<file path="src/rtl/cache_pkg.sv">
package cache_pkg;

  // address and data geometry
  localparam int addr_width = 32;
  localparam int word_width = 32;
  localparam int words_per_line = 4;
  localparam int line_width = word_width * words_per_line;

  // address split: tag 31:7, set 6:4, word 3:2, byte 1:0
  localparam int offset_bits = 4;
  localparam int index_bits = 3;
  localparam int num_sets = 1 << index_bits;
  localparam int num_ways = 2;
  localparam int tag_bits = addr_width - index_bits - offset_bits;
  localparam int byte_bits = 2;
  localparam int word_sel_bits = $clog2(words_per_line);

  // line number as seen by the backing memory
  localparam int line_num_bits = addr_width - offset_bits;

  // backing memory
  localparam int mem_lines = 256;
  localparam int mem_index_bits = $clog2(mem_lines);
  localparam int mem_latency = 4;
  localparam int lat_cnt_bits = $clog2(mem_latency);

  typedef logic [line_width-1:0] line_t;
  typedef logic [word_width-1:0] word_t;
  typedef logic [tag_bits-1:0] tag_t;
  typedef logic [index_bits-1:0] index_t;
  typedef logic [$clog2(num_ways)-1:0] way_t;
  typedef logic [lat_cnt_bits-1:0] lat_cnt_t;

  // miss handling FSM
  typedef enum logic [2:0] {
    st_idle       = 3'd0,
    st_compare    = 3'd1,
    st_write_back = 3'd2,
    st_allocate   = 3'd3,
    st_respond    = 3'd4
  } cache_state_t;

endpackage
</file>
<file path="src/rtl/block_mem_if.sv">
`timescale 1ns/1ns

interface block_mem_if;

  // request side, from the cache controller
  logic req_valid;
  logic req_write;
  logic [cache_pkg::line_num_bits-1:0] req_line;
  cache_pkg::line_t wdata;

  // response side, from the backing memory
  logic mem_ready;
  logic rsp_valid;
  cache_pkg::line_t rdata;

  modport controller (
    output req_valid,
    output req_write,
    output req_line,
    output wdata,
    input  mem_ready,
    input  rsp_valid,
    input  rdata
  );

  modport memory (
    input  req_valid,
    input  req_write,
    input  req_line,
    input  wdata,
    output mem_ready,
    output rsp_valid,
    output rdata
  );

endinterface

</file>
<file path="src/rtl/cache_controller.sv">
`timescale 1ns/1ns

module cache_controller (
  input  logic                             clk,
  input  logic                             reset,
  input  logic                             is_input_valid,
  input  logic                             mem_read,
  input  logic                             mem_write,
  input  logic [cache_pkg::addr_width-1:0] addr,
  input  logic                             hit,
  input  cache_pkg::way_t                  hit_way,
  input  cache_pkg::way_t                  victim_way,
  input  logic                             victim_dirty,
  input  cache_pkg::tag_t                  victim_tag,
  input  cache_pkg::line_t                 victim_line,
  block_mem_if.controller                  mem,
  output logic                             is_ready,
  output logic                             is_output_valid,
  output logic                             is_hit,
  output logic                             fill,
  output logic                             set_dirty,
  output logic                             write_word,
  output cache_pkg::way_t                  sel_way
);

  cache_pkg::cache_state_t state;
  // high during the first compare of a request
  logic first_lookup;
  logic first_miss;
  cache_pkg::way_t way_q;
  cache_pkg::way_t way_choice;
  cache_pkg::index_t set_index;

  assign set_index = addr[cache_pkg::offset_bits +: cache_pkg::index_bits];
  assign way_choice = hit ? hit_way : victim_way;

  // first compare steers by the lookup, later states by the latched way
  assign sel_way = (state == cache_pkg::st_compare && first_lookup) ? way_choice : way_q;

  assign is_ready = (state == cache_pkg::st_idle);
  assign fill = (state == cache_pkg::st_allocate) && mem.rsp_valid;
  // write hit lands in the respond cycle, addr and din still held
  assign write_word = (state == cache_pkg::st_respond) && mem_write;
  assign set_dirty = write_word;

  always_ff @(posedge clk) begin
    if (reset) begin
      state <= cache_pkg::st_idle;
      first_lookup <= 1'b0;
      first_miss <= 1'b0;
      way_q <= '0;
      mem.req_valid <= 1'b0;
      is_output_valid <= 1'b0;
      is_hit <= 1'b0;
    end else begin
      // pulses by default
      mem.req_valid <= 1'b0;
      is_output_valid <= 1'b0;
      is_hit <= 1'b0;
      case (state)
        cache_pkg::st_idle: begin
          if (is_input_valid && (mem_read || mem_write)) begin
            first_lookup <= 1'b1;
            state <= cache_pkg::st_compare;
          end
        end
        cache_pkg::st_compare: begin
          first_lookup <= 1'b0;
          if (first_lookup) begin
            first_miss <= !hit;
            way_q <= way_choice;
          end
          if (hit) begin
            state <= cache_pkg::st_respond;
          end else if (victim_dirty) begin
            // evict first, refill after
            mem.req_valid <= 1'b1;
            state <= cache_pkg::st_write_back;
          end else begin
            mem.req_valid <= 1'b1;
            state <= cache_pkg::st_allocate;
          end
        end
        cache_pkg::st_write_back: begin
          // memory is ready again the cycle after its response
          if (mem.rsp_valid) begin
            mem.req_valid <= 1'b1;
            state <= cache_pkg::st_allocate;
          end
        end
        cache_pkg::st_allocate: begin
          // refill lands this edge, recompare hits
          if (mem.rsp_valid) begin
            state <= cache_pkg::st_compare;
          end
        end
        cache_pkg::st_respond: begin
          is_output_valid <= 1'b1;
          is_hit <= !first_miss;
          state <= cache_pkg::st_idle;
        end
        default: begin
          state <= cache_pkg::st_idle;
        end
      endcase
    end
  end

  // request payload, sampled by memory together with req_valid
  always_ff @(posedge clk) begin
    if (state == cache_pkg::st_compare && victim_dirty) begin
      // victim line number from its own tag and this set
      mem.req_write <= 1'b1;
      mem.req_line <= {victim_tag, set_index};
      mem.wdata <= victim_line;
    end else begin
      mem.req_write <= 1'b0;
      mem.req_line <= addr[cache_pkg::addr_width-1:cache_pkg::offset_bits];
    end
  end

endmodule

</file>
<file path="src/flat_wrapper.sv">
// flat-port wrapper written by rule: the top's interface ports become plain ports
module cache_controller_flat 
  (clk, reset, is_input_valid, mem_read, mem_write, addr, hit, hit_way, victim_way, victim_dirty, victim_tag, victim_line, is_ready, is_output_valid, is_hit, fill, set_dirty, write_word, sel_way, mem_req_valid, mem_req_write, mem_req_line, mem_wdata, mem_mem_ready, mem_rsp_valid, mem_rdata);
  block_mem_if mem_i ();
  input  logic clk;
  input  logic reset;
  input  logic is_input_valid;
  input  logic mem_read;
  input  logic mem_write;
  input  logic [cache_pkg::addr_width-1:0] addr;
  input  logic hit;
  input  cache_pkg::way_t hit_way;
  input  cache_pkg::way_t victim_way;
  input  logic victim_dirty;
  input  cache_pkg::tag_t victim_tag;
  input  cache_pkg::line_t victim_line;
  output logic is_ready;
  output logic is_output_valid;
  output logic is_hit;
  output logic fill;
  output logic set_dirty;
  output logic write_word;
  output cache_pkg::way_t sel_way;
  output wire logic [$bits(mem_i.req_valid)-1:0] mem_req_valid;
  output wire logic [$bits(mem_i.req_write)-1:0] mem_req_write;
  output wire logic [$bits(mem_i.req_line)-1:0] mem_req_line;
  output wire logic [$bits(mem_i.wdata)-1:0] mem_wdata;
  input wire logic [$bits(mem_i.mem_ready)-1:0] mem_mem_ready;
  input wire logic [$bits(mem_i.rsp_valid)-1:0] mem_rsp_valid;
  input wire logic [$bits(mem_i.rdata)-1:0] mem_rdata;
  assign mem_req_valid = mem_i.req_valid;
  assign mem_req_write = mem_i.req_write;
  assign mem_req_line = mem_i.req_line;
  assign mem_wdata = mem_i.wdata;
  assign mem_i.mem_ready = mem_mem_ready;
  assign mem_i.rsp_valid = mem_rsp_valid;
  assign mem_i.rdata = mem_rdata;
  cache_controller u_core (.clk(clk), .reset(reset), .is_input_valid(is_input_valid), .mem_read(mem_read), .mem_write(mem_write), .addr(addr), .hit(hit), .hit_way(hit_way), .victim_way(victim_way), .victim_dirty(victim_dirty), .victim_tag(victim_tag), .victim_line(victim_line), .mem(mem_i), .is_ready(is_ready), .is_output_valid(is_output_valid), .is_hit(is_hit), .fill(fill), .set_dirty(set_dirty), .write_word(write_word), .sel_way(sel_way));
endmodule
</file>
<file path="config.mk">
export PLATFORM = sky130hd
export DESIGN_NAME = cache_controller_flat
export DESIGN_NICKNAME = d
export VERILOG_FILES = /design/src/rtl/cache_pkg.sv /design/src/rtl/block_mem_if.sv /design/src/rtl/cache_controller.sv /design/src/flat_wrapper.sv
export SDC_FILE = /design/constraint.sdc
export NUM_CORES = 1
export LEC_CHECK = 0
export BUFFER_PORTS_ARGS = -buffer_cell sky130_fd_sc_hd__buf_2
export CORE_AREA = 2 2 189 191
export DETAILED_ROUTE_END_ITERATION = 8
export DIE_AREA = 0 0 191 193
export HOLD_SLACK_MARGIN = 0.1
export PLACE_DENSITY = 0.42
export SYNTH_ARGS = -nofsm -noshare
export SYNTH_HDL_FRONTEND = slang
export SYNTH_SLANG_ARGS = --single-unit
</file>
<file path="constraint.sdc">
create_clock -name clk -period 2.74 [get_ports clk]
set_input_delay 0.274 -clock clk [delete_from_list [all_inputs] [get_ports clk]]
set_output_delay 0.274 -clock clk [all_outputs]
set_load 0.005 [all_outputs]
</file>
==> results.json <==
{
  "status": "finished clean",
  "cpMaxStageDelayCell": "dlygate4sd3_1",
  "place_congestion": 0.682,
  "drv_cap": 0,
  "die_w_um": 191,
  "cts_sinks": 166,
  "p_per_area_mw_per_mm2": 606,
  "clk_pin_slew_ps": 70,
  "path_class": "reg -> reg",
  "post-cts-setup-buffer-count": 0,
  "overflow": 0,
  "ff2ff_setup_slack_ps": 480,
  "top_level_ports": 489,
  "clock_path_buffers": 2,
  "cpPeakStageDelay_ps": 540,
  "crit_arrival_ps": 2590,
  "post_cts_resized": 0,
  "fmax_ghz": 0.443,
  "endpoint": "u_core.mem.req_line[21]$_DFF_P_",
  "synth_area_mm2": 0.00524,
  "grt_antenna_before_repair": 2,
  "startpoint_type": "flop",
  "setup_viol": 0,
  "p_leak_nw": 4.19,
  "hold_viol_final": 0,
  "path_buf_inv": 2,
  "place_hpwl_um": 12300,
  "hp-class": "in -> reg",
  "synth_cell_type_count": 28,
  "tns_ps": 0,
  "drt_wl_total_um": 17400,
  "total_power_mw": 6.06,
  "fin_worst_skew_ps": 10.8,
  "rows": 69,
  "drive_gt1_frac": 0.524,
  "htreeDepth": 4,
  "timing.rr.end": "u_core.mem.req_line[21]$_DFF_P_",
  "portBuffers": 355,
  "path_delay_family": "buffers and inverters",
  "synthToLayoutAreaGrowth_pct": 90.8,
  "startpoint": "u_core.state[2]$_SDFFE_PP0P_",
  "synth-main-ff-cell": "edfxtp_1",
  "finalCriticalPeriod_ps": 2260,
  "nets": 1108,
  "rr_worst_depth": 5,
  "period_share": 0.824,
  "path_max_fanout": 34,
  "num_vias": 4161,
  "initialDrtViolationCount": 67,
  "cts_hold_buf": 184,
  "slew_viol_final": 0,
  "dieHeight_um": 193,
  "synth-edff-count": 128,
  "yosys_register_bits": 166,
  "end_kind": "flop",
  "firstDrtPassIters": 4,
  "synthCells": 231,
  "drc": 0,
  "dieArea_mm2": 0.0369,
  "start_util": 0.150,
  "cts_tree": "yes",
  "crit_chain": "nor2_2 > and3_4 > buf_4 > mux2_4 > dlygate4sd3_1",
  "worstSkewPairLatency_ps": 440,
  "syn_avg_cell_area_um2": 22.7,
  "async_flop_share": 0,
  "grt_first_pass_wirelength_um": 23800,
  "grt_max_degree": 89,
  "worstMarginPinSlew_ps": 484,
  "first_global_vias": 4250,
  "cp.required_ps": 3070,
  "rsz0062_at_grt": "false",
  "drt-wirelength-per-cell_um": 13.8,
  "slew_headroom": 0.677,
  "cp.depth": 5,
  "cts_buffers": 17,
  "synth-seq-area-share": 0.879,
  "r2r-start": "u_core.state[2]$_SDFFE_PP0P_",
  "yosysWarnings": 0,
  "vias_per_cell": 3.30,
  "ant_nets": 0,
  "syn_nets": 555,
  "cts_root_buf": "clkbuf_16",
  "grtUsageTotal": 0.0905,
  "peakVddDrop_mv": 0.423,
  "core_area_mm2": 0.0350
}
routing by layer:
layer  GRT usage  part of all wire  up-vias
met5           0                 0        -
met4      0.0426             0.021        0
met3      0.0386             0.092       19
met2       0.155              0.49      228
met1      0.0970              0.39     1915
li1            -                 -     1999
synth_stat cells, types with 2 or more instances:
cell type	n	area (um2)
edfxtp_1	128	3840
dfxtp_1	38	761
mux2_4	19	285
mux2_2	6	67.6
nor2_1	5	18.8
nor3_1	5	25.0
nand2_1	3	11.3
a211oi_1	2	15.0
a21oi_1	2	10.0
buf_12	2	40.0
buf_2	2	10.0
buf_4	2	15.0
nand2b_1	2	12.5
final cells by class:
type,count,area (um2)
tap,461,577
timing repair buffer,542,3670
clock buffer,18,439
sequential,166,4600
antenna,2,5.00
multi-input combinational,57,553
clock inverter,14,149
fill,3612,25000
worst min path at each step:
stage / start / to / slack, ps / depth (start not counted)
3_3_place_gp: addr[6] / u_core.mem.req_line[2]$_DFF_P_ / 380 / 1
4_1_cts: victim_dirty / u_core.state[0]$_SDFFE_PP0P_ / 170 / 4
5_1_grt: mem_rsp_valid / u_core.state[1]$_SDFFE_PP0P_ / 210 / 4
6_report: victim_dirty / u_core.state[0]$_SDFFE_PP0P_ / 210 / 4
3_5_place_dp: addr[4] / u_core.mem.req_line[0]$_DFF_P_ / 380 / 1
2_1_floorplan: addr[4] / u_core.mem.req_line[0]$_DFF_P_ / 300 / 0
flip-flops by register name, summed over array words and instances, names as in the netlist:
register	count
u_core.first_lookup	1
u_core.first_miss	1
u_core.is_hit	1
u_core.is_output_valid	1
u_core.mem.req_line	28
u_core.mem.req_valid	1
u_core.mem.req_write	1
u_core.mem.wdata	128
u_core.state	3
u_core.way_q	1
power by group:
part,leakage [nW],internal [mW],switching [mW]
logic,2.41,0.441,0.265
clock network,0.291,1.37,1.06
registers,1.49,2.88,0.0445
total,4.19,4.69,1.37
stage by stage:
stage          utilization  instance area, um2  worst slack [ps]  hold slack, ps  instances
2_1_floorplan            -                5240               991             302        231
3_3_place_gp         0.216                7560               999             382       1042
3_5_place_dp         0.216                7560               989             378       1042
4_1_cts              0.286                9990               435             167       1258
5_1_grt              0.286                9990               335             213       1259
6_report             0.286                9990               481             210       1260
logic make-up (layout without fill, tap and decap cells):
logic type | Yosys count | count (layout) | synth area share
AO/OA/AOI/OAI | 10 | 10 | 0.0134
multiplexers | 26 | 26 | 0.0693
buffers and inverters | 8 | 574 | 0.0153
other | 0 | 2 | 0
flip-flops | 166 | 166 | 0.879
AND/OR/NAND/NOR | 21 | 21 | 0.0229
layout by cell type, fill, tap and decap left out, types with 2 or more instances in the layout:
cell type	count
a21oi_1	2
nor2_1	5
a211oi_1	2
mux2_2	6
nand2_1	3
buf_12	2
nand2b_1	2
clkinv_4	4
bufinv_16	2
dlygate4sd3_1	184
inv_6	3
nor3_1	5
clkinv_2	4
dfxtp_1	38
clkbuf_16	17
diode_2	2
mux2_4	19
edfxtp_1	128
buf_2	355
worst min-delay path, stage by stage:
cell       delay (ps)
buf_2             100
nor2_1             40
o22ai_1           110
a2111oi_0          80
Note: power is estimated with default switching activity, not from simulation.
